===== config.mk =====
export PLATFORM = sky130hd
export DESIGN_NAME = com_tx_flat
export DESIGN_NICKNAME = d
export VERILOG_FILES = /design/src/com_pkg.sv /design/src/com_tx_if.sv /design/src/com_tx.sv /design/src/flat_wrapper.sv
export SDC_FILE = /design/constraint.sdc
export NUM_CORES = 1
export LEC_CHECK = 0
export ABC_AREA = 1
export BUFFER_PORTS_ARGS = -buffer_cell sky130_fd_sc_hd__buf_2
export CAP_MARGIN = 25
export CORE_MARGIN = 2
export CORE_UTILIZATION = 40
export CTS_CLUSTER_DIAMETER = 60
export DETAILED_ROUTE_END_ITERATION = 16
export HOLD_SLACK_MARGIN = 0.08
export PLACE_DENSITY = 0.74
export SETUP_SLACK_MARGIN = 0.3
export SLEW_MARGIN = 0
export SYNTH_ARGS = -nofsm -noshare
export SYNTH_HDL_FRONTEND = slang
export SYNTH_SLANG_ARGS = --single-unit
export TNS_END_PERCENT = 100

===== constraint.sdc =====
create_clock -name clk -period 3.6 [get_ports clk]
set_input_delay 0 -clock clk [delete_from_list [all_inputs] [get_ports clk]]
set_output_delay 0 -clock clk [all_outputs]
set_load 0.005 [all_outputs]

===== src/com_pkg.sv =====
package com_pkg;

    ////////////////////////////////////////////////////////////////////////////
    // buffer addressing

    localparam int ADDR_W = 12;

    typedef logic [ADDR_W-1:0] addr_t;             // buffer address or payload length.

    ////////////////////////////////////////////////////////////////////////////
    // frame layout

    localparam logic [7:0] COM_SYNC = 8'hA5;       // first byte of every frame.

    typedef enum logic [3:0] {
        INIT   = 4'd0,
        ACK    = 4'd1,
        NAK    = 4'd2,
        STL    = 4'd3,
        DIDX   = 4'd5,
        DPARAM = 4'd6,
        DDIDX  = 4'd7,
        DLINK  = 4'd8,
        DTYPE  = 4'd9,
        DTEMP  = 4'd10,
        DATA0  = 4'd13,
        DATA1  = 4'd14,
        ERROR  = 4'd15                             // reported for a corrupt frame.
    } btype_t;

endpackage

===== src/com_tx_if.sv =====
interface com_tx_if;

    logic            start;                        // held until done is seen.
    logic            done;                         // held until start falls.
    com_pkg::btype_t btype;
    com_pkg::addr_t  ram_init;
    com_pkg::addr_t  ram_rlen;

    modport controller (
        output start,
        output btype,
        output ram_init,
        output ram_rlen,
        input  done
    );

    modport framer (
        input  start,
        input  btype,
        input  ram_init,
        input  ram_rlen,
        output done
    );

endinterface


===== src/com_tx.sv =====
module com_tx (
    input  logic           clk,
    input  logic           rst,
    input  logic [7:0]     ram_rdata,
    output com_pkg::addr_t ram_raddr,
    output logic [7:0]     tx_byte,
    output logic           tx_valid,
    com_tx_if.framer       tx
);

    typedef enum logic [3:0] {
        T_IDLE,
        T_LOAD,
        T_SYNC,
        T_TYPE,
        T_LENH,
        T_LENL,
        T_DATA,
        T_CSUM,
        T_DONE
    } state_t;

    state_t         state;
    com_pkg::addr_t remain;                        // payload bytes still to send.
    com_pkg::addr_t rd_addr;
    logic [7:0]     csum;
    logic [15:0]    len_w;

    assign len_w     = 16'(tx.ram_rlen);
    assign ram_raddr = rd_addr;
    assign tx_valid  = (state inside {T_SYNC, T_TYPE, T_LENH, T_LENL, T_DATA, T_CSUM});
    assign tx.done   = (state == T_DONE);

    always_comb begin
        case (state)
            T_SYNC:  tx_byte = com_pkg::COM_SYNC;
            T_TYPE:  tx_byte = {4'h0, tx.btype};
            T_LENH:  tx_byte = len_w[15:8];
            T_LENL:  tx_byte = len_w[7:0];
            T_DATA:  tx_byte = ram_rdata;
            T_CSUM:  tx_byte = csum;
            default: tx_byte = 8'h00;
        endcase
    end

    always_ff @(posedge clk or posedge rst) begin
        if (rst) begin
            state  <= T_IDLE;
            remain <= '0;
        end else begin
            case (state)
                T_IDLE: if (tx.start) state <= T_LOAD;
                T_LOAD: begin
                    remain <= tx.ram_rlen;
                    state  <= T_SYNC;
                end
                T_SYNC: state <= T_TYPE;
                T_TYPE: state <= T_LENH;
                T_LENH: state <= T_LENL;
                T_LENL: state <= (remain == '0) ? T_CSUM : T_DATA;
                T_DATA: begin
                    remain <= remain - 1'b1;
                    if (remain == com_pkg::addr_t'(1)) state <= T_CSUM;
                end
                T_CSUM: state <= T_DONE;
                T_DONE: if (!tx.start) state <= T_IDLE;
                default: state <= T_IDLE;
            endcase
        end
    end

    // the read address runs one byte ahead of the payload on the line.
    always_ff @(posedge clk) begin
        if (state == T_LOAD) begin
            rd_addr <= tx.ram_init;
            csum    <= 8'h00;
        end else if (state inside {T_TYPE, T_LENH, T_LENL, T_DATA}) begin
            csum <= csum ^ tx_byte;
            if (state == T_LENL || state == T_DATA) rd_addr <= rd_addr + 1'b1;
        end
    end

    a_valid_framed: assert property (@(posedge clk) disable iff (rst)
        (!tx.start && !tx.done) |-> !tx_valid);

endmodule


===== src/flat_wrapper.sv =====
// flat-port wrapper written by rule: the top's interface ports become plain ports
module com_tx_flat 
  (clk, rst, ram_rdata, ram_raddr, tx_byte, tx_valid, tx_start, tx_btype, tx_ram_init, tx_ram_rlen, tx_done);
  com_tx_if tx_i ();
  input  logic clk;
  input  logic rst;
  input  logic [7:0] ram_rdata;
  output com_pkg::addr_t ram_raddr;
  output logic [7:0] tx_byte;
  output logic tx_valid;
  input wire logic [$bits(tx_i.start)-1:0] tx_start;
  input wire logic [$bits(tx_i.btype)-1:0] tx_btype;
  input wire logic [$bits(tx_i.ram_init)-1:0] tx_ram_init;
  input wire logic [$bits(tx_i.ram_rlen)-1:0] tx_ram_rlen;
  output wire logic [$bits(tx_i.done)-1:0] tx_done;
  assign tx_i.start = tx_start;
  assign tx_i.btype = tx_btype;
  assign tx_i.ram_init = tx_ram_init;
  assign tx_i.ram_rlen = tx_ram_rlen;
  assign tx_done = tx_i.done;
  com_tx u_core (.clk(clk), .rst(rst), .ram_rdata(ram_rdata), .ram_raddr(ram_raddr), .tx_byte(tx_byte), .tx_valid(tx_valid), .tx(tx_i));
endmodule

==> flow_summary.json <==
{
  "final-hold-violation-count": 0,
  "crit_required_ns": 3.54,
  "critPathKind": "reg2reg",
  "leakagePower_uw": 0.00148,
  "p_int_uw": 1370,
  "r2r_slack_ns": 1.31,
  "die_w_um": 80.4,
  "power_density_mw_per_mm2": 847,
  "syn_inst": 329,
  "nNetsFinal": 454,
  "drt_iter0_drc": 117,
  "cts_buffers": 5,
  "via_count": 2463,
  "critical_path.slowest_cell": "dfrtp_1",
  "max_slew_margin": 0.574,
  "seqPwrFrac": 0.351,
  "drc": 0,
  "gp_congestion": 0.914,
  "yosysSeqAreaShare": 0.394,
  "wl_per_cell_um": 13.4,
  "path_max_fanout": 25,
  "coreArea_mm2": 0.00557,
  "io-pin-count": 61,
  "cp.arrival_ns": 2.23,
  "post_cts_resized": 0,
  "place_area_mm2": 0.00267,
  "avgViaCountPerCell": 5.09,
  "avgSynthCellArea_um2": 7.10,
  "hold_path.class": "in2reg",
  "r2r_end": "u_core.ram_raddr[7]",
  "antenna_cells": 0,
  "clockPowerShare": 0.143,
  "die_y_um": 80.4,
  "cts_sinks": 36,
  "critical_path.endpoint_type": "register",
  "total_power_uw": 2550,
  "initial_core_util": 0.419,
  "reg2reg_from": "u_core.state[3]",
  "startpoint_type": "register",
  "holdWs_ns": 0.0792,
  "p_sw_frac": 0.462,
  "clk_latency_ns": 0.30,
  "ff2ff_path_depth": 5,
  "outcome": "finished, final reports clean",
  "htreeDepth": 2,
  "cp_slowest_stage_delay_ns": 0.44,
  "grt_first_pass_wirelength_um": 10700,
  "cts-root-buf": "clkbuf_8",
  "peakVddDrop_uv": 531,
  "grt_start_max_net_pins": 26,
  "postLayoutCellArea_mm2": 0.00301,
  "holdBufCountCts": 23,
  "first_pass_iters": 4,
  "synth_cell_types": 32,
  "finalMaxSlewViolations": 0,
  "cp-endpoint": "u_core.ram_raddr[7]",
  "combPwrFrac": 0.506,
  "antenna_found_initial": 0,
  "setup_violations": 0,
  "grt_overflow": 0,
  "multi_input_area_mm2": 0.00123,
  "drive_gt1_frac": 0.223,
  "layout_common_cells": "100 x nand2_1, 60 x buf_2, 37 x nand3_1, 37 x nor2_1, 24 x inv_1",
  "synthesis.area_mm2": 0.00233,
  "maxCapViolCount": 0,
  "track_usage": 0.212,
  "fill_cells": 547,
  "final_common_cell": "nand2_1",
  "fmax_mhz": 436,
  "crit_chain": "nor2_2, nand2_2, nand2_2, inv_2, nand2_1",
  "yosys_warnings": 0,
  "die_area_mm2": 0.00646,
  "skew_ns": 0.00603,
  "portBuffers": 60,
  "power.net_switching_uw": 1180,
  "fin_crit_ns": 2.29,
  "wl_um": 6470,
  "fin_tns_setup_ns": 0,
  "grt_pass1_vias": 2445,
  "cts_tree": "yes",
  "post_cts_buffers": 0,
  "synth-seq-cells": 36,
  "rows": 27,
  "ff_latch_area_um2": 921,
  "worstMarginPinSlew_ns": 0.638,
  "area_growth_pct": 28.9,
  "min_period_over_period": 0.637,
  "syn_nets": 372,
  "clk_pin_slew_ns": 0.08,
  "worst_path_most_repeated_cell": "nand2_2",
  "ant_nets": 0,
  "cts_buffer_depth": 2,
  "startpoint": "u_core.state[3]",
  "dp_hpwl_um": 4770,
  "rsz0062_at_grt": "false"
}
-- per-stage QoR --
step	setup WS (ns)	std cells	utilization
floorplan	1.95	329	-
global placement	1.41	453	0.479
detailed placement	1.34	453	0.479
CTS	1.31	484	0.540
global route	1.14	484	0.540
finish	1.31	484	0.540
-- power groups by stage --
| stage | clock, uW | combinational, uW | sequential (uW) |
|---|---|---|---|
| 2_1_floorplan | 0 | 933 | 865 |
| 3_3_place_gp | 0 | 1240 | 891 |
| 3_5_place_dp | 0 | 1260 | 898 |
| 4_1_cts | 369 | 1290 | 890 |
| 5_1_grt | 383 | 1480 | 926 |
| 6_report | 363 | 1290 | 895 |
-- Yosys cell counts (all sizes together) --
| library cell | instances | area share |
|---|---|---|
| xor2 | 7 | 0.026 |
| dfxtp | 8 | 0.069 |
| nor3 | 5 | 0.015 |
| dfrtp | 16 | 0.17 |
| nand3b | 3 | 0.0096 |
| o211ai | 4 | 0.013 |
| inv | 34 | 0.055 |
| xnor2 | 2 | 0.0075 |
| edfxtp | 12 | 0.15 |
| o21bai | 2 | 0.0080 |
| nand3 | 39 | 0.088 |
| o221ai | 1 | 0.0038 |
| o21ai | 17 | 0.036 |
| nor2 | 42 | 0.075 |
| nand2 | 104 | 0.17 |
| ha | 4 | 0.021 |
| buf | 8 | 0.025 |
| and2 | 1 | 0.0027 |
| o22ai | 2 | 0.0054 |
| a31oi | 2 | 0.0054 |
| nand4 | 6 | 0.016 |
| a21oi | 10 | 0.021 |
-- per-layer routing --
| metal | wire, um | GRT usage | vias up |
|---|---|---|---|
| met5 | 0 | 0 | - |
| met3 | 457 | 0.0506 | 6 |
| met4 | 60 | 0.0661 | 0 |
| met2 | 3120 | 0.360 | 87 |
| met1 | 2840 | 0.265 | 1133 |
| li1 | - | - | 1237 |
-- cell families (layout without fill, tap and decap cells) --
group                      after synthesis  after routing  synth area share
and+or+nand+nor                        200            200             0.378
buffers and inverters                   42            125            0.0793
AOI/OAI and AO/OA                       38             38            0.0932
DFF                                     36             36             0.394
xor gates and xnor gates                 9              9            0.0338
adders and majority gates                4              4            0.0214
-- registers in the layout (all words and copies together), names as in the netlist --
signal / flops
u_core.ram_raddr: 12
u_core.remain: 12
u_core.csum: 8
u_core.state: 4
-- layout make-up --
class                      instances  area share
sequential                        36       0.306
inverter                          34      0.0424
clock inverter                     3      0.0141
tap                               72      0.0299
timing repair buffer              83       0.176
clock buffer                       5      0.0229
multi-input combinational        251       0.408
-- critical path: cells and delay by family (launching register included) --
family / cells / cell delay, ns
simple gates: 4 / 1.37
flops: 1 / 0.44
buf+inv: 1 / 0.10
-- worst min-delay path by stage --
stage / start / to / slack (ns) / cells past startpoint
floorplan: rst / u_core.remain[0] / -0.09 / 1
global placement: rst / u_core.remain[2] / 0.11 / 2
global route: tx_ram_rlen[8] / u_core.remain[8] / 0.10 / 4
finish: tx_ram_rlen[2] / u_core.remain[2] / 0.08 / 3
CTS: tx_ram_init[7] / u_core.ram_raddr[7] / 0.08 / 3
detailed placement: rst / u_core.remain[2] / 0.12 / 2
Note: power is estimated with default switching activity, not from simulation.
