<file path="config.mk">
export PLATFORM = sky130hd
export DESIGN_NAME = com_cs_flat
export DESIGN_NICKNAME = d
export VERILOG_FILES = /design/src/com_pkg.sv /design/src/com_tx_if.sv /design/src/com_cs.sv /design/src/flat_wrapper.sv
export SDC_FILE = /design/constraint.sdc
export NUM_CORES = 1
export LEC_CHECK = 0
export BUFFER_PORTS_ARGS = -buffer_cell sky130_fd_sc_hd__buf_2
export CAP_MARGIN = 20
export CORE_UTILIZATION = 30
export CTS_BUF_LIST = sky130_fd_sc_hd__clkbuf_2
export DETAILED_ROUTE_END_ITERATION = 12
export SLEW_MARGIN = 0
export SYNTH_ARGS = -nofsm -noshare
export SYNTH_HDL_FRONTEND = slang
export SYNTH_SLANG_ARGS = --single-unit
export TNS_END_PERCENT = 10
</file>
<file path="constraint.sdc">
create_clock -name clk -period 3.65 [get_ports clk]
set_input_delay 0.365 -clock clk [delete_from_list [all_inputs] [get_ports clk]]
set_output_delay 0.365 -clock clk [all_outputs]
set_load 0.05 [all_outputs]
</file>
<file path="src/com_pkg.sv">
package com_pkg;

    ////////////////////////////////////////////////////////////////////////////
    // buffer addressing

    localparam int ADDR_W = 12;

    typedef logic [ADDR_W-1:0] addr_t;             // buffer address or payload length.

    ////////////////////////////////////////////////////////////////////////////
    // frame layout

    localparam logic [7:0] COM_SYNC = 8'hA5;       // first byte of every frame.

    typedef enum logic [3:0] {
        INIT   = 4'd0,
        ACK    = 4'd1,
        NAK    = 4'd2,
        STL    = 4'd3,
        DIDX   = 4'd5,
        DPARAM = 4'd6,
        DDIDX  = 4'd7,
        DLINK  = 4'd8,
        DTYPE  = 4'd9,
        DTEMP  = 4'd10,
        DATA0  = 4'd13,
        DATA1  = 4'd14,
        ERROR  = 4'd15                             // reported for a corrupt frame.
    } btype_t;

endpackage
</file>
<file path="src/com_tx_if.sv">
interface com_tx_if;

    logic            start;                        // held until done is seen.
    logic            done;                         // held until start falls.
    com_pkg::btype_t btype;
    com_pkg::addr_t  ram_init;
    com_pkg::addr_t  ram_rlen;

    modport controller (
        output start,
        output btype,
        output ram_init,
        output ram_rlen,
        input  done
    );

    modport framer (
        input  start,
        input  btype,
        input  ram_init,
        input  ram_rlen,
        output done
    );

endinterface

</file>
<file path="src/com_cs.sv">
module com_cs #(
    parameter int TIMEOUT = 128,
    parameter int NUMOUT  = 3
) (
    input  logic            clk,
    input  logic            rst,
    input  logic            fs_send,
    input  com_pkg::btype_t send_btype,
    input  com_pkg::addr_t  send_dlen,
    input  com_pkg::addr_t  ram_addr_init,
    input  logic            fd_read,
    input  logic            fs_rx,
    input  com_pkg::btype_t rx_btype,
    output logic            fd_send,
    output logic            fd_txer,
    output logic            fs_read,
    output com_pkg::btype_t read_btype,
    output logic            fd_rx,
    com_tx_if.controller    tx
);

    localparam int TW = $clog2(TIMEOUT + 1);
    localparam int NW = $clog2(NUMOUT + 1);

    typedef enum logic [3:0] {
        MAIN_WAIT,
        SEND_PREP,
        SEND_DATA,
        RANS_WAIT,
        RANS_TAKE,
        RANS_DONE,
        SEND_DONE,
        SEND_FAIL,
        READ_PREP,
        READ_DATA,
        WANS_DATA,
        READ_DONE
    } state_t;

    state_t        state;
    state_t        next_state;
    state_t        ans_goto;                       // where to go once the answer is released.
    logic [TW-1:0] time_cnt;
    logic [NW-1:0] num_cnt;                        // failed attempts so far.
    logic          time_up;
    logic          last_try;
    logic          in_send;

    assign time_up  = (time_cnt == TW'(TIMEOUT - 1));
    assign last_try = (num_cnt == NW'(NUMOUT - 1));
    assign in_send  = (state inside {SEND_PREP, SEND_DATA, RANS_WAIT, RANS_TAKE, RANS_DONE});

    assign fd_send  = (state == SEND_DONE) || (state == SEND_FAIL);
    assign fd_txer  = (state == SEND_FAIL);
    assign fs_read  = (state == READ_DONE);
    assign fd_rx    = (state == RANS_DONE) || (state == READ_DATA);
    assign tx.start = (state == SEND_DATA) || (state == WANS_DATA);

    ////////////////////////////////////////////////////////////////////////////
    // transaction sequencing

    always_ff @(posedge clk or posedge rst) begin
        if (rst) begin
            state <= MAIN_WAIT;
        end else begin
            state <= next_state;
        end
    end

    always_comb begin
        next_state = state;
        case (state)
            MAIN_WAIT: begin
                if (fs_send) begin
                    next_state = SEND_PREP;                // a send wins over a pending frame.
                end else if (fs_rx) begin
                    next_state = READ_PREP;
                end
            end
            SEND_PREP: next_state = SEND_DATA;
            SEND_DATA: if (tx.done) next_state = RANS_WAIT;
            RANS_WAIT: begin
                if (fs_rx) begin
                    next_state = RANS_TAKE;
                end else if (time_up) begin
                    next_state = last_try ? SEND_FAIL : SEND_DATA;
                end
            end
            RANS_TAKE: next_state = RANS_DONE;
            RANS_DONE: if (!fs_rx) next_state = ans_goto;
            SEND_DONE: if (!fs_send) next_state = MAIN_WAIT;
            SEND_FAIL: if (!fs_send) next_state = MAIN_WAIT;
            READ_PREP: next_state = READ_DATA;
            READ_DATA: if (!fs_rx) next_state = WANS_DATA;
            WANS_DATA: if (tx.done) next_state = READ_DONE;
            READ_DONE: if (fd_read || time_up) next_state = MAIN_WAIT;
            default:   next_state = MAIN_WAIT;
        endcase
    end

    ////////////////////////////////////////////////////////////////////////////
    // answer timer and retry count

    always_ff @(posedge clk or posedge rst) begin
        if (rst) begin
            time_cnt <= '0;
            num_cnt  <= '0;
            ans_goto <= MAIN_WAIT;
        end else begin
            if (next_state == state && (state == RANS_WAIT || state == READ_DONE)) begin
                time_cnt <= time_cnt + 1'b1;
            end else begin
                time_cnt <= '0;
            end

            if (state == MAIN_WAIT) begin
                num_cnt <= '0;
            end else if (state == RANS_WAIT && !fs_rx && time_up) begin
                num_cnt <= num_cnt + 1'b1;
            end else if (state == RANS_TAKE && rx_btype == com_pkg::NAK) begin
                num_cnt <= num_cnt + 1'b1;
            end

            if (state == RANS_TAKE) begin
                if (rx_btype == com_pkg::NAK) begin
                    ans_goto <= last_try ? SEND_FAIL : SEND_DATA;
                end else begin
                    ans_goto <= SEND_DONE;             // anything but a NAK ends the send.
                end
            end
        end
    end

    always_ff @(posedge clk or posedge rst) begin
        if (rst) begin
            read_btype <= com_pkg::INIT;
        end else if (state == READ_PREP) begin
            read_btype <= rx_btype;
        end
    end

    // frame fields for the framer, stable while start is high.
    always_ff @(posedge clk) begin
        if (state == SEND_PREP) begin
            tx.btype    <= send_btype;
            tx.ram_init <= ram_addr_init;
            tx.ram_rlen <= send_dlen;
        end else if (state == READ_PREP) begin
            tx.btype    <= (rx_btype == com_pkg::ERROR) ? com_pkg::NAK : com_pkg::ACK;
            tx.ram_init <= '0;
            tx.ram_rlen <= '0;                         // replies carry no payload.
        end
    end

    a_send_held: assert property (@(posedge clk) disable iff (rst) in_send |-> fs_send);

    a_txer_count: assert property (@(posedge clk) disable iff (rst)
        fd_txer |-> (num_cnt == NW'(NUMOUT)));

endmodule

</file>
<file path="src/flat_wrapper.sv">
// flat-port wrapper written by rule: the top's interface ports become plain ports
module com_cs_flat 
#(
    parameter int TIMEOUT = 128,
    parameter int NUMOUT  = 3
)
  (clk, rst, fs_send, send_btype, send_dlen, ram_addr_init, fd_read, fs_rx, rx_btype, fd_send, fd_txer, fs_read, read_btype, fd_rx, tx_start, tx_btype, tx_ram_init, tx_ram_rlen, tx_done);
  com_tx_if tx_i ();
  input  logic clk;
  input  logic rst;
  input  logic fs_send;
  input  com_pkg::btype_t send_btype;
  input  com_pkg::addr_t send_dlen;
  input  com_pkg::addr_t ram_addr_init;
  input  logic fd_read;
  input  logic fs_rx;
  input  com_pkg::btype_t rx_btype;
  output logic fd_send;
  output logic fd_txer;
  output logic fs_read;
  output com_pkg::btype_t read_btype;
  output logic fd_rx;
  output wire logic [$bits(tx_i.start)-1:0] tx_start;
  output wire logic [$bits(tx_i.btype)-1:0] tx_btype;
  output wire logic [$bits(tx_i.ram_init)-1:0] tx_ram_init;
  output wire logic [$bits(tx_i.ram_rlen)-1:0] tx_ram_rlen;
  input wire logic [$bits(tx_i.done)-1:0] tx_done;
  assign tx_start = tx_i.start;
  assign tx_btype = tx_i.btype;
  assign tx_ram_init = tx_i.ram_init;
  assign tx_ram_rlen = tx_i.ram_rlen;
  assign tx_i.done = tx_done;
  com_cs #(.TIMEOUT(TIMEOUT), .NUMOUT(NUMOUT)) u_core (.clk(clk), .rst(rst), .fs_send(fs_send), .send_btype(send_btype), .send_dlen(send_dlen), .ram_addr_init(ram_addr_init), .fd_read(fd_read), .fs_rx(fs_rx), .rx_btype(rx_btype), .fd_send(fd_send), .fd_txer(fd_txer), .fs_read(fs_read), .read_btype(read_btype), .fd_rx(fd_rx), .tx(tx_i));
endmodule
</file>
==> flow_summary.ini <==
[timing]
finalHoldViolations = 0
finalSetupTns_ns = 0
period_needed_ns = 2.42
max_freq_mhz = 414
fin_hold_ws_ns = 0.0594
rsz0062_at_grt = false
setup_ws_ns = 1.23
final.period_utilization_pct = 66.2
finalSetupViolCount = 0
slew_viol_final = 0
final.setup_skew_ns = 0.0191
slew-limit-headroom_pct = 44.0
tightest_slew_ns = 0.839

[place]
post_dp_cell_area_um2 = 2800
pre_cts_slack_ns = 1.28
gp_congestion = 0.817
place_inst = 354
dp_hpwl_um = 3340
port_buffers = 74

[detailed_routing]
wl_per_cell_um = 12.6
vias = 1619
via_per_inst = 4.47
drt_iter0_markers = 76
drcViolationCount = 0
wl_um = 4580
firstDrtPassIters = 4
antenna_left = 0

[setup_path]
path_delay_family = simple AND/OR/NAND/NOR gates
rrSetupSlack_ns = 1.23
startpoint_type = flop
worst_path_max_delay_cell = dfrtp_1
cp_data_required_time_ns = 3.73
cp_num_buf_inv = 1
cp_cell_sequence = nor2_1, and3_1, buf_4, or2_2
crit_type = flop to flop
slowest_delay_ns = 0.65
cp.arrival_ns = 2.50
worstPathMaxFanout = 30
endpoint_kind = flop

[yosys]
synth_cells = 189
synthTopCellsByArea = edfxtp_1, dfrtp_1, and2_1, mux2_2, xnor2_1
synth-seq-area-share_pct = 58.2
synth_cell_types = 47
yosys_warnings = 0
syn_nets = 229
syn_avg_cell_area_um2 = 12.4
ys.flop_type = edfxtp_1
synth_area_leader_cell = edfxtp_1
yosysTopAreaCellShare_pct = 35.8
synth_area_um2 = 2350
synth_edf_count = 28
synth.most_common_cell = edfxtp_1
synth-async-reset-ratio_pct = 42.9
synth-seq-cells = 49
synth_common_cells = edfxtp_1, and2_1, dfrtp_1

[finish]
fin_nets = 302
final_cells = 362
fin_area_um2 = 2840
area_growth_syn_to_layout_pct = 21.0
drive_gt1_share_pct = 38.4
n_antenna_cell = 0

[min_path]
min_path_type = input port to asynchronous set/reset pin

[grt]
grt_pass1_vias = 1551
antenna_found_initial = 0
grt.overflow.total = 0
grtUsageTotal_pct = 11.7
grt_first_pass_wirelength_um = 7520
grt_max_degree = 31

[floorplanning]
pin_count = 75
fp.dieW_um = 90.5
fp.coreArea_um2 = 7410
die_h_um = 90.5
num_rows = 31
dieArea_um2 = 8190
initial_core_util_pct = 31.7

[clocking]
numCtsBuffers = 5
cts-htree-levels = 2
cts_root_buffer = clkbuf_2
tritoncts = built
cts_setup_buffers = 0
cts-resized-gates = 0
clkTransAtPathRegs_ns = 0.25
cts.sinks = 49
postCtsHoldBufs = 0
clk_latency_ns = 0.42
clockBufferDepth = 2

[pwr]
leakage_uw = 0.00125
power_density_nw_per_um2 = 910
peakVddDrop_v = 0.000208

[outcome]
status = finished, final reports clean

[flow_run]
cap_violations = 0
==> routing by layer <==
metal / GRT usage (%) / share of wire [%] / vias up
li1: - / - / 812
met1: 15.9 / 48 / 738
met2: 18.1 / 45 / 64
met3: 3.28 / 6.1 / 5
met4: 3.23 / 1.0 / 0
met5: 0 / 0 / -
==> metrics by stage <==
step,power (µW),utilization [%]
finish,2590,38.4
global route,2730,38.4
CTS,2610,38.4
detailed placement,2400,37.8
global placement,2390,37.8
floorplan,2130,-
==> worst reg2reg max path, delay by kind of cell (launching register included) <==
family	cells	cell delay, ns
flip-flops	1	0.65
buffers and inverters	1	0.25
AND/OR/NAND/NOR	3	1.17
==> logic make-up (layout without fill, tap and decap cells) <==
group                    count (synthesis)  in the layout  synth area share, %
flip-flops                              49             49                 58.2
AND/OR/NAND/NOR                         81             81                 22.2
adder cells (fa/ha/maj)                  2              2                 1.07
buffers and inverters                   18             92                 3.57
AO/OA/AOI/OAI                           24             24                 8.74
XOR/XNOR                                 8              8                 2.98
multiplexers                             7              7                 3.25
==> state kept, by name (all words and copies together) (netlist names) <==
name	cells
u_core.ans_goto	3
u_core.read_btype	4
u_core.time_cnt	8
u_core.state	4
u_core.tx.btype	4
u_core.tx.ram_rlen	12
u_core.num_cnt	2
u_core.tx.ram_init	12
==> power by group <==
group	switching, µW	internal [µW]	total [µW]
Combinational	1010	338	1350
Sequential	155	866	1020
Clock	171	45.6	216
Total	1340	1250	2590
==> cells in the final DEF (no fill, tap or decap), drive strengths merged, types with 2 or more instances in the layout <==
master  instances
buf            75
edfxtp         28
and2           27
dfrtp          21
nor2           14
inv             9
nand3           7
nand2           6
xnor2           6
o21ai           6
mux2            5
clkbuf          5
a21oi           4
nor3            4
and3            3
a221oi          3
nor4b           3
nor3b           3
clkinv          3
or2             2
or3             2
a21o            2
mux2i           2
nand3b          2
o211ai          2
xor2            2
ha              2
nand4b          2
==> path summary, 6_finish.rpt <==
| kind | from | end | cells after the start |
|---|---|---|---|
| min in group clk | rx_btype[1] | u_core.read_btype[1] | 2 |
| setup reg to reg | u_core.state[3] | u_core.tx.ram_rlen[9] | 4 |
| hold / removal | rst | u_core.time_cnt[1] | 2 |
| max in group asynchronous | rst | u_core.ans_goto[0] | 2 |
| setup / recovery | u_core.state[3] | u_core.tx.ram_rlen[9] | 4 |
| hold reg to reg | u_core.time_cnt[0] | u_core.time_cnt[0] | 1 |
==> area by class of cell <==
| cell class | instances | area (µm²) |
|---|---|---|
| flip-flops and latches | 49 | 1370 |
| clock buffers | 5 | 25.0 |
| multi-input cells | 122 | 898 |
| inverters | 9 | 33.8 |
| well taps | 99 | 124 |
| repair buffers | 75 | 378 |
| fillers | 755 | 4570 |
| clock inverters | 3 | 17.5 |
Note: power is estimated with default switching activity, not from simulation.
