===== config.mk =====
export PLATFORM = sky130hd
export DESIGN_NAME = com_rx
export DESIGN_NICKNAME = d
export VERILOG_FILES = /design/src/com_pkg.sv /design/src/com_rx.sv
export SDC_FILE = /design/constraint.sdc
export NUM_CORES = 1
export LEC_CHECK = 0
export BUFFER_PORTS_ARGS = -buffer_cell sky130_fd_sc_hd__clkbuf_2
export CAP_MARGIN = 20
export CORE_MARGIN = 5
export CORE_UTILIZATION = 55
export CTS_CLUSTER_DIAMETER = 60
export CTS_CLUSTER_SIZE = 28
export DETAILED_ROUTE_END_ITERATION = 7
export PLACE_DENSITY = 0.85
export SETUP_SLACK_MARGIN = 0.15
export SYNTH_ARGS = -nofsm -noshare
export SYNTH_HDL_FRONTEND = slang
export SYNTH_SLANG_ARGS = --single-unit

===== constraint.sdc =====
create_clock -name clk -period 3.09 [get_ports clk]
set_clock_uncertainty 0.2 [all_clocks]
set_input_delay 0.4635 -clock clk [delete_from_list [all_inputs] [get_ports clk]]
set_output_delay 0.4635 -clock clk [all_outputs]
set_load 0.005 [all_outputs]

===== src/com_pkg.sv =====
package com_pkg;

    ////////////////////////////////////////////////////////////////////////////
    // buffer addressing

    localparam int ADDR_W = 12;

    typedef logic [ADDR_W-1:0] addr_t;             // buffer address or payload length.

    ////////////////////////////////////////////////////////////////////////////
    // frame layout

    localparam logic [7:0] COM_SYNC = 8'hA5;       // first byte of every frame.

    typedef enum logic [3:0] {
        INIT   = 4'd0,
        ACK    = 4'd1,
        NAK    = 4'd2,
        STL    = 4'd3,
        DIDX   = 4'd5,
        DPARAM = 4'd6,
        DDIDX  = 4'd7,
        DLINK  = 4'd8,
        DTYPE  = 4'd9,
        DTEMP  = 4'd10,
        DATA0  = 4'd13,
        DATA1  = 4'd14,
        ERROR  = 4'd15                             // reported for a corrupt frame.
    } btype_t;

endpackage

===== src/com_rx.sv =====
module com_rx (
    input  logic            clk,
    input  logic            rst,
    input  logic [7:0]      rx_byte,
    input  logic            rx_valid,
    input  logic            fd_rx,
    output logic            fs_rx,
    output com_pkg::btype_t rx_btype,
    output logic [7:0]      read_data,
    output logic            read_valid
);

    typedef enum logic [2:0] {
        R_SYNC,
        R_TYPE,
        R_LENH,
        R_LENL,
        R_DATA,
        R_CSUM,
        R_HOLD,
        R_DROP
    } state_t;

    state_t          state;
    com_pkg::addr_t  remain;
    com_pkg::addr_t  frame_len;
    com_pkg::btype_t type_q;
    logic [7:0]      len_hi;
    logic [7:0]      csum;                         // XOR of the bytes after sync.

    assign frame_len = com_pkg::addr_t'({len_hi, rx_byte});
    assign fs_rx     = (state == R_HOLD);

    always_ff @(posedge clk or posedge rst) begin
        if (rst) begin
            state      <= R_SYNC;
            remain     <= '0;
            rx_btype   <= com_pkg::INIT;
            read_valid <= 1'b0;
        end else begin
            read_valid <= 1'b0;
            case (state)
                R_SYNC: if (rx_valid && rx_byte == com_pkg::COM_SYNC) state <= R_TYPE;
                R_TYPE: if (rx_valid) state <= R_LENH;
                R_LENH: if (rx_valid) state <= R_LENL;
                R_LENL: begin
                    if (rx_valid) begin
                        remain <= frame_len;
                        state  <= (frame_len == '0) ? R_CSUM : R_DATA;
                    end
                end
                R_DATA: begin
                    if (rx_valid) begin
                        read_valid <= 1'b1;
                        remain     <= remain - 1'b1;
                        if (remain == com_pkg::addr_t'(1)) state <= R_CSUM;
                    end
                end
                R_CSUM: begin
                    if (rx_valid) begin
                        rx_btype <= (rx_byte == csum) ? type_q : com_pkg::ERROR;
                        state    <= R_HOLD;
                    end
                end
                R_HOLD: if (fd_rx) state <= R_DROP;
                R_DROP: if (!fd_rx) state <= R_SYNC;  // line bytes are ignored until here.
                default: state <= R_SYNC;
            endcase
        end
    end

    always_ff @(posedge clk) begin
        if (rx_valid) begin
            case (state)
                R_TYPE: begin
                    type_q <= com_pkg::btype_t'(rx_byte[3:0]);
                    csum   <= rx_byte;
                end
                R_LENH: begin
                    len_hi <= rx_byte;
                    csum   <= csum ^ rx_byte;
                end
                R_LENL: csum <= csum ^ rx_byte;
                R_DATA: begin
                    read_data <= rx_byte;
                    csum      <= csum ^ rx_byte;
                end
                default: ;
            endcase
        end
    end

    a_btype_held: assert property (@(posedge clk) disable iff (rst)
        (fs_rx && $past(fs_rx)) |-> $stable(rx_btype));

endmodule


==> impl_metrics.tcl, run 1 <==
set metrics [dict create \
    status "complete, no violations" \
    synth.avg_cell_area_um2 11.55 \
    required_ns 3.07 \
    p_int_mw 1.446 \
    power.density_mw_per_mm2 922.1 \
    ctsResizeCount 0 \
    async_flop_share_pct 45.45 \
    place_area_mm2 0.002405 \
    insertion_delay_ns 0.30 \
    worst_pin_slew_ns 0.7952 \
    area_growth_pct 11.45 \
    clockPowerShare_pct 15.5 \
    finalSetupViolCount 0 \
    hpwl_mm 3.119 \
    power_switching_mw 0.8572 \
    wl_mm 4.366 \
    antenna_cells 0 \
    antenna_found_initial 0 \
    htreeDepth 2 \
    post-cts-setup-buffer-count 0 \
    wire_per_inst_um 16.11 \
    die_w_um 73.83 \
    hold_slack_ns 0.08027 \
    track_usage_pct 17.95 \
    startpoint_type "flip-flop" \
    fmax_mhz 425.2 \
    die_h_um 73.83 \
    num_vias 1600 \
    synth_top_area_share_pct 32.16 \
    cts_buffer_depth 2 \
    p_leak_nw 0.9601 \
    pwr-share-seq_pct 46.2 \
    ys.flop_type "edfxtp_1" \
    r2r_cells 7 \
    maxSlewViolCount 0 \
    io_pins 26 \
    grt_pass1_wl_mm 7.383 \
    fin_crit_ns 2.352 \
    switching_share_pct 37.22 \
    synth_cell_type_count 45 \
    cp_max_fo 22 \
    worstSetupEndpointType "flip-flop" \
    first_iter_violations 82 \
    slew_headroom_pct 46.93 \
    pwr-share-comb_pct 38.3 \
    first_pass_iters 5 \
    finalNonFillerCells 271 \
    drc 0 \
    setup_tns_ns 0 \
    finalInstanceArea_mm2 0.002497 \
    finalHoldViolCount 0 \
    fin_crit_sh_pct 76.11 \
    fin_util_pct 62.89 \
    start_util_pct 56.43 \
    rows 23 \
    drt-vias-per-instance 5.904 \
    rsz0062_at_grt "no" \
    grt_max_degree 23 \
    gp_congestion 0.8533 \
    synth.largest_area_cell "edfxtp_1" \
    hold_class "primary input to asynchronous set/reset pin" \
    synth-edff-count 24 \
    drtAntennaViolNets 0 \
    num-nets-final 238 \
    placed_cells 263 \
    grt_pass1_vias 1538 \
    grt_overflow_total 0 \
    synth_cells 194 \
    numCtsBuffers 5 \
    synthTopCellsByArea "edfxtp_1, dfrtp_1, xnor2_1, ha_1, a21oi_1" \
    cts_hold_buf 0 \
    io_buffer_count 25 \
    dieArea_mm2 0.005451 \
    layout-drive-gt1-share_pct 19.46 \
    ctsRootBufferMaster "clkbuf_8" \
    cts_tree "yes" \
    cts_sinks 44 \
    core_area_mm2 0.003971 \
    clk_pin_slew_ns 0.09 \
    ys_seq_area_share_pct 54.49 \
    yosys_warnings 0 \
    path_class "flip-flop to flip-flop" \
    regToRegEndpoint "remain[9]$_DFFE_PP0P_" \
    reg2reg_slack_ns 0.74 \
    maxCapViolCount 0 \
    cp_data_arrival_time_ns 2.33 \
    syn-cell-area_mm2 0.002241 \
    r2r_start "state[0]$_DFFE_PP0P_" \
    ys_ff_latch 44 \
    peakVddDrop_uv 400.1 \
    synth_nets 212 \
]
## power groups by stage
stage                     Sequential, mW  Clock (mW)  Combinational, mW
after floorplan                     1.03           0              0.710
after global placement              1.06           0              0.855
after detailed placement            1.07           0              0.887
after CTS                           1.06       0.367              0.890
after global routing                1.09       0.395              0.995
final                               1.06       0.357              0.882
## sequential cells by signal, summed over array words and instances (netlist names)
signal      cells
state           3
read_valid      1
type_q          4
remain         12
rx_btype        4
len_hi          4
csum            8
read_data       8
## worst max-delay path by stage
stage | from | to | slack, ns | depth (start not counted)
global placement | state[0]$_DFFE_PP0P_ | csum[4]$_DFFE_PP_ | 0.84 | 5
detailed placement | state[0]$_DFFE_PP0P_ | remain[0]$_DFFE_PP0P_ | 0.76 | 7
CTS | state[0]$_DFFE_PP0P_ | remain[9]$_DFFE_PP0P_ | 0.75 | 7
floorplan | state[0]$_DFFE_PP0P_ | csum[0]$_DFFE_PP_ | 0.82 | 7
global route | state[0]$_DFFE_PP0P_ | remain[0]$_DFFE_PP0P_ | 0.61 | 7
finish | state[0]$_DFFE_PP0P_ | remain[9]$_DFFE_PP0P_ | 0.74 | 7
## per-stage QoR
stage	power, mW	setup slack, ns
6_report	2.303	0.7382
5_1_grt	2.481	0.6068
4_1_cts	2.317	0.7515
3_5_place_dp	1.958	0.7613
3_3_place_gp	1.918	0.8391
2_1_floorplan	1.738	0.8176
## synthesized netlist by cell type, types with 2 or more instances
| master | count |
|---|---|
| edfxtp_1 | 24 |
| dfrtp_1 | 20 |
| nand2_1 | 16 |
| xnor2_1 | 14 |
| a21oi_1 | 12 |
| nor2_1 | 8 |
| inv_1 | 7 |
| ha_1 | 6 |
| nand3_1 | 6 |
| nor3_1 | 6 |
| o22a_1 | 6 |
| a2bb2oi_1 | 5 |
| o21ai_0 | 5 |
| and3_1 | 4 |
| buf_2 | 4 |
| o22ai_1 | 4 |
| clkbuf_1 | 3 |
| nor2b_1 | 3 |
| nor4_1 | 3 |
| nor4_2 | 3 |
| or3_1 | 3 |
| a211o_1 | 2 |
| a31oi_1 | 2 |
| and2_1 | 2 |
| and4_1 | 2 |
| mux2_1 | 2 |
| mux2i_1 | 2 |
| nand4_1 | 2 |
| xor2_1 | 2 |
## worst max-delay path: stages (launching register included)
cell and delay [ns]:
dfrtp_1 0.38, inv_1 0.09, ha_1 0.26, and2_1 0.21, buf_4 0.21, o21ai_2 0.53, a21oi_1 0.08, a211o_1 0.29
## cell type report
cell class,instances,area (µm²)
Clock buffer,5,68.82
Clock inverter,3,23.77
Fill cell,320,1474
Inverter,7,26.28
Multi-Input combinational cell,136,962.2
Sequential cell,44,1221
Tap cell,50,62.56
Timing Repair Buffer,26,132.6
## layer usage
metal  GRT usage [%]  part of all wire (%)  up-vias
met4           4.829                  0.76        0
met3           4.788                   8.0        4
met5               0                     0        -
met2           27.85                    47       57
met1           24.91                    44      759
li1                -                     -      780
## logic make-up (layout without fill, tap and decap cells)
group | after synthesis | in the layout | share of synthesized area, %
multiplexers | 4 | 4 | 1.898
AND/OR/NAND/NOR | 67 | 67 | 17.87
AO/OA/AOI/OAI | 43 | 43 | 13.57
buffers and inverters | 14 | 41 | 2.569
adder cells (fa/ha/maj) | 6 | 6 | 3.350
flip-flops | 44 | 44 | 54.49
XOR/XNOR | 16 | 16 | 6.254
## placed cells by master, fill, tap and decap left out, types with 6 or more instances in the layout
cell type | synthesis | final
clkbuf_2 | 0 | 25
edfxtp_1 | 24 | 24
dfrtp_1 | 20 | 20
nand2_1 | 16 | 16
xnor2_1 | 14 | 14
a21oi_1 | 12 | 12
nor2_1 | 8 | 8
inv_1 | 7 | 7
nand3_1 | 6 | 6
nor3_1 | 6 | 6
o22a_1 | 6 | 6
ha_1 | 6 | 6
No activity file was read; power rests on OpenSTA's default activity.
==> inputs of run 2 (changes only) <==
CORE_UTILIZATION = 52   (was 55)
PLACE_DENSITY = 0.84   (was 0.85)
clock period = 2.1 ns   (was 3.09 ns; I/O delays follow)
==> impl_metrics.tcl, run 2 (synthesis gave the netlist of run 1 again) <==
set metrics [dict create \
    place_area_mm2 0.002535 \
    wl_mm 5.916 \
    num_vias 1888 \
    cts_sinks 44 \
    setup_tns_ns 0 \
    clockPowerShare_pct 15.6 \
    num-nets-final 258 \
    fin_crit_sh_pct 95.45 \
    top_regs "remain: 12 flops, csum: 8 flops, read_data: 8 flops" \
    fin_crit_ns 2.004 \
    cts_tree "yes" \
    maxSlewViolCount 0 \
    hold_slack_ns 0.1179 \
    grt_overflow_total 0 \
    hpwl_mm 3.647 \
    finalHoldViolCount 0 \
    layout-drive-gt1-share_pct 35.27 \
    ctsRootBufferMaster "clkbuf_8" \
    die_w_um 75.65 \
    hold_class "primary input to flip-flop" \
    antenna_found_initial 0 \
    gp_congestion 0.8245 \
    power.density_mw_per_mm2 1428 \
    largest_register_ffs 12 \
    p_int_mw 2.528 \
    finalSetupViolCount 0 \
    required_ns 2.08 \
    wl_met2_mm 3.090 \
    grt_max_degree 22 \
    startpoint_type "flip-flop" \
    antenna_cells 0 \
    grt_pass1_vias 1772 \
    start_util_pct 54.84 \
    finalInstanceArea_mm2 0.002856 \
    io_buffer_count 25 \
    drtAntennaViolNets 0 \
    regMostFlops "remain" \
    highest_layer "met4" \
    insertion_delay_ns 0.30 \
    first_pass_iters 5 \
    cts_buffer_depth 2 \
    dieArea_mm2 0.005722 \
    cp_max_fo 6 \
    pwr-share-seq_pct 40.0 \
    clk_pin_slew_ns 0.08 \
    pwr-share-comb_pct 44.4 \
    slew_headroom_pct 68.79 \
    peakVddDrop_uv 531.5 \
    fmax_mhz 498.9 \
    area_growth_pct 27.47 \
    first_iter_violations 245 \
    rows 23 \
    worstSetupEndpointType "flip-flop" \
    final_cell_mix "clkbuf_2, edfxtp_1, dfrtp_1" \
    cp_data_arrival_time_ns 1.98 \
    drt-vias-per-instance 6.488 \
    met1_length_mm 2.291 \
    track_usage_pct 20.82 \
    layout_commonest_cell "clkbuf_2" \
    wire_per_inst_um 20.33 \
    fin_ws_ns 0.09550 \
    path_class "flip-flop to flip-flop" \
    status "complete, no violations" \
    wl_met3_um 452 \
    rsz0062_at_grt "yes" \
    core_area_mm2 0.004086 \
    worst_pin_slew_ns 0.4682 \
    p_total_mw 4.079 \
    io_pins 26 \
    maxCapViolCount 0 \
    power_switching_mw 1.551 \
    drc 0 \
    htreeDepth 2 \
    dp_slack_ns 0.01650 \
    switching_share_pct 38.02 \
    p_leak_nw 1.091 \
    grt_pass1_wl_mm 8.832 \
    numCtsBuffers 5 \
    die_h_um 75.65 \
]
[run 2: routing by layer]
| metal | up-vias | global-route usage [%] |
|---|---|---|
| met1 | 945 | 26.32 |
| met3 | 11 | 4.749 |
| li1 | 822 | - |
| met2 | 110 | 35.76 |
| met4 | 0 | 6.019 |
| met5 | - | 0 |
[run 2: critical path, stage by stage (launching register included)]
cell and delay (ns):
dfrtp_1 0.39, inv_2 0.08, ha_2 0.25, mux2i_2 0.18, o32ai_2 0.14, nor4_4 0.27, mux2_1 0.37
[run 2: per-stage QoR]
stage	cells	util, %
after detailed placement	277	62.03
final	291	69.90
after CTS	287	66.78
after floorplan	194	-
after global placement	277	62.03
after global routing	291	69.90
[run 2: power groups by stage]
| stage | Combinational, mW | Sequential (mW) | Clock [mW] |
|---|---|---|---|
| global placement | 1.40 | 1.55 | 0 |
| floorplan | 1.08 | 1.51 | 0 |
| CTS | 1.56 | 1.58 | 0.635 |
| global route | 1.97 | 1.66 | 0.676 |
| finish | 1.81 | 1.63 | 0.637 |
| detailed placement | 1.46 | 1.58 | 0 |
[run 2: cell type report]
| cell class | count | area (µm²) |
|---|---|---|
| clock buffers | 6 | 72.57 |
| clock inverters | 2 | 35.03 |
| fillers | 260 | 1230 |
| inverters | 7 | 26.28 |
| multi-input cells | 136 | 1115 |
| flip-flops and latches | 44 | 1222 |
| well taps | 50 | 62.56 |
| repair buffers | 46 | 322.8 |
[run 2: repair_timing]
action / in CTS / in global routing
setup buffers: 1 / 4
gates resized for setup: 19 / 16
hold buffers: 1 / 0
hold endpoints to repair: 20 / 0
endpoints found under the setup margin: 30 / 32
pin swaps: 6 / 8
[run 2: final timing paths]
check | start | endpoint | slack, ns | cells past startpoint
worst min register to register | type_q[1]$_DFFE_PP_ | rx_btype[1]$_DFFE_PP0P_ | 0.28 | 1
max in group asynchronous | rst | state[2]$_DFFE_PP0P_ | 1.09 | 4
worst min-delay path | rx_byte[7] | read_data[7]$_DFFE_PP_ | 0.12 | 1
min in group asynchronous | rst | read_valid$_DFF_PP0_ | 0.36 | 4
worst max register to register | state[0]$_DFFE_PP0P_ | state[1]$_DFFE_PP0P_ | 0.1 | 6
worst max-delay path | state[0]$_DFFE_PP0P_ | state[1]$_DFFE_PP0P_ | 0.1 | 6
==> inputs of run 3 (changes only) <==
ABC_AREA = 1   (was not set)
==> impl_metrics.tcl, run 3 <==
set metrics [dict create \
    status "complete, no violations" \
    final_cell_mix "nand2_1, inv_1, nor2_1" \
    synth_cells 273 \
    ys.flop_type "edfxtp_1" \
    rsz0062_at_grt "yes" \
    ys_ff_latch 44 \
    fmax_mhz 531.1 \
    hold_class "primary input to flip-flop" \
    dieArea_mm2 0.005958 \
    drtAntennaViolNets 0 \
    synthTopCellsByCount "nand2_1, inv_1, nor2_1, edfxtp_1, dfrtp_1" \
    drt-vias-per-instance 5.291 \
    grt_pass1_vias 1867 \
    synth_top_area_share_pct 30.70 \
    yosys_warnings 0 \
    grt_pass1_wl_mm 8.728 \
    syn-cell-area_mm2 0.002347 \
    top_regs "remain: 12 flops, csum: 8 flops, read_data: 8 flops" \
    first_pass_iters 4 \
    p_leak_nw 1.212 \
    layout-drive-gt1-share_pct 17.05 \
    die_h_um 77.19 \
    n_fill_cell 368 \
    start_util_pct 53.91 \
    r2r_start "state[0]$_DFFE_PP0P_" \
    synth_cell_type_count 30 \
    finalSetupViolCount 0 \
    hp-start "rx_byte[7]" \
    hpwl_mm 3.622 \
    maxCapViolCount 0 \
    wl_mm 4.985 \
    required_ns 2.09 \
    slew_headroom_pct 70.10 \
    rows 24 \
    hold_slack_ns 0.06529 \
    final-seq-area_mm2 0.001221 \
    power.density_mw_per_mm2 1277 \
    clk_pin_slew_ns 0.08 \
    track_usage_pct 18.41 \
    startpoint "state[0]$_DFFE_PP0P_" \
    setup_tns_ns 0 \
    cp_data_arrival_time_ns 1.87 \
    multi_input_area_um2 957.2 \
    cts_sinks 44 \
    largest_register_ffs 12 \
    finalInstanceArea_mm2 0.002631 \
    ys_seq_area_share_pct 52.03 \
    die_w_um 77.19 \
    synth.largest_area_cell "edfxtp_1" \
    num_vias 1889 \
    async_flop_share_pct 45.45 \
    startpoint_type "flip-flop" \
    numCtsBuffers 5 \
    area_growth_pct 12.10 \
    synth.avg_cell_area_um2 8.598 \
    drc 0 \
    maxSlewViolCount 0 \
    fin_crit_sh_pct 89.65 \
    cts_buffer_depth 2 \
    first_iter_violations 168 \
    insertion_delay_ns 0.30 \
    grt_max_degree 21 \
    gp_congestion 0.8492 \
    layout_commonest_cell "nand2_1" \
    path_class "flip-flop to flip-flop" \
    antenna_found_initial 0 \
    grt_overflow_total 0 \
    worst_pin_slew_ns 0.4480 \
    post-cts-setup-buffer-count 0 \
    cp_max_fo 12 \
    fin_crit_ns 1.883 \
    regMostFlops "remain" \
    io_buffer_count 25 \
    wire_per_inst_um 13.96 \
    worstSetupEndpointType "flip-flop" \
    synthTopCellsByArea "edfxtp_1, dfrtp_1, nand2_1, inv_1, nor2_1" \
    place_area_mm2 0.002521 \
    core_area_mm2 0.004354 \
    htreeDepth 2 \
    peakVddDrop_uv 638.7 \
    synth_nets 291 \
    cts_tree "yes" \
    io_pins 26 \
    synth_most_common_cell "nand2_1" \
    finalHoldViolCount 0 \
    num-nets-final 322 \
    synth-edff-count 24 \
    ctsRootBufferMaster "clkbuf_8" \
    antenna_cells 0 \
]
run 3: cell count changes in the layout (fill, tap and decap cells not counted), moves of 4 or more:
| cell | previous run | this run |
|---|---|---|
| nand2_1 | 16 | 67 |
| inv_1 | 4 | 34 |
| nor2_1 | 7 | 29 |
| buf_4 | 17 | 3 |
| o21ai_0 | 5 | 15 |
| o21ai_1 | 0 | 10 |
| nand3_1 | 5 | 14 |
| xnor2_1 | 14 | 6 |
| o22a_1 | 6 | 0 |
| a2bb2oi_1 | 5 | 0 |
| and3_1 | 4 | 0 |
| nand2_2 | 0 | 4 |
run 3: per-stage QoR:
step | worst slack, ns | power [mW] | cells | utilization (%)
final | 0.2173 | 3.361 | 357 | 60.43
after global routing | 0.1407 | 3.660 | 357 | 60.43
after CTS | 0.1641 | 3.347 | 357 | 60.26
after detailed placement | 0.07960 | 2.804 | 348 | 57.90
after global placement | 0.2130 | 2.751 | 348 | 57.90
after floorplan | 0.1749 | 2.511 | 273 | -
run 3: final cells by class:
| class | instances | share of cell area (%) |
|---|---|---|
| Inverter | 38 | 5.516 |
| Clock inverter | 2 | 0.4755 |
| Multi-Input combinational cell | 186 | 36.38 |
| Timing Repair Buffer | 29 | 5.991 |
| Sequential cell | 44 | 46.41 |
| Tap cell | 52 | 2.473 |
| Clock buffer | 6 | 2.758 |
run 3: kinds of logic (layout without fill, tap and decap cells):
family	after synthesis	in the layout	share of synthesized area [%]
buffers and inverters	43	75	7.995
AO/OA/AOI/OAI	51	51	12.37
adder cells (fa/ha/maj)	6	6	3.198
AND/OR/NAND/NOR	121	121	21.43
XOR/XNOR	8	8	2.985
flip-flops	44	44	52.03
run 3: path summary, 6_finish.rpt:
path	end	slack (ns)	cells past startpoint
max	remain[10]$_DFFE_PP0P_	0.22	9
min	read_data[7]$_DFFE_PP_	0.07	1
max reg2reg	remain[10]$_DFFE_PP0P_	0.22	9
min reg2reg	remain[8]$_DFFE_PP0P_	0.30	2
max in group asynchronous	remain[6]$_DFFE_PP0P_	1.09	4
min in group asynchronous	read_valid$_DFF_PP0_	0.37	4
run 3: critical path, cell delays in order (launching register included):
cell	delay (ns)
dfrtp_1	0.41
inv_1	0.12
ha_2	0.22
nand2_4	0.11
nand2_1	0.11
nand2_2	0.16
inv_4	0.19
o211ai_1	0.11
nand2_1	0.06
o21ai_0	0.07
run 3: where the power goes:
part	internal (mW)	total, mW	switching, mW
clock network	0.233	0.525	0.292
logic	0.500	1.45	0.946
registers	1.24	1.39	0.155
run 3: metal layers:
metal,up-vias,part of all wire (%),global-route usage (%)
li1,954,-,-
met1,853,46,25.45
met2,68,43,27.78
met3,14,7.5,4.333
met4,0,3.2,7.388
met5,-,0,0
run 3: repair_timing:
item                                    4_1_cts  5_1_grt
hold endpoints to repair                     20        0
hold buffers                                  1        0
endpoints found under the setup margin        8       16
gates resized for setup                       1        3
cloned                                        0        0
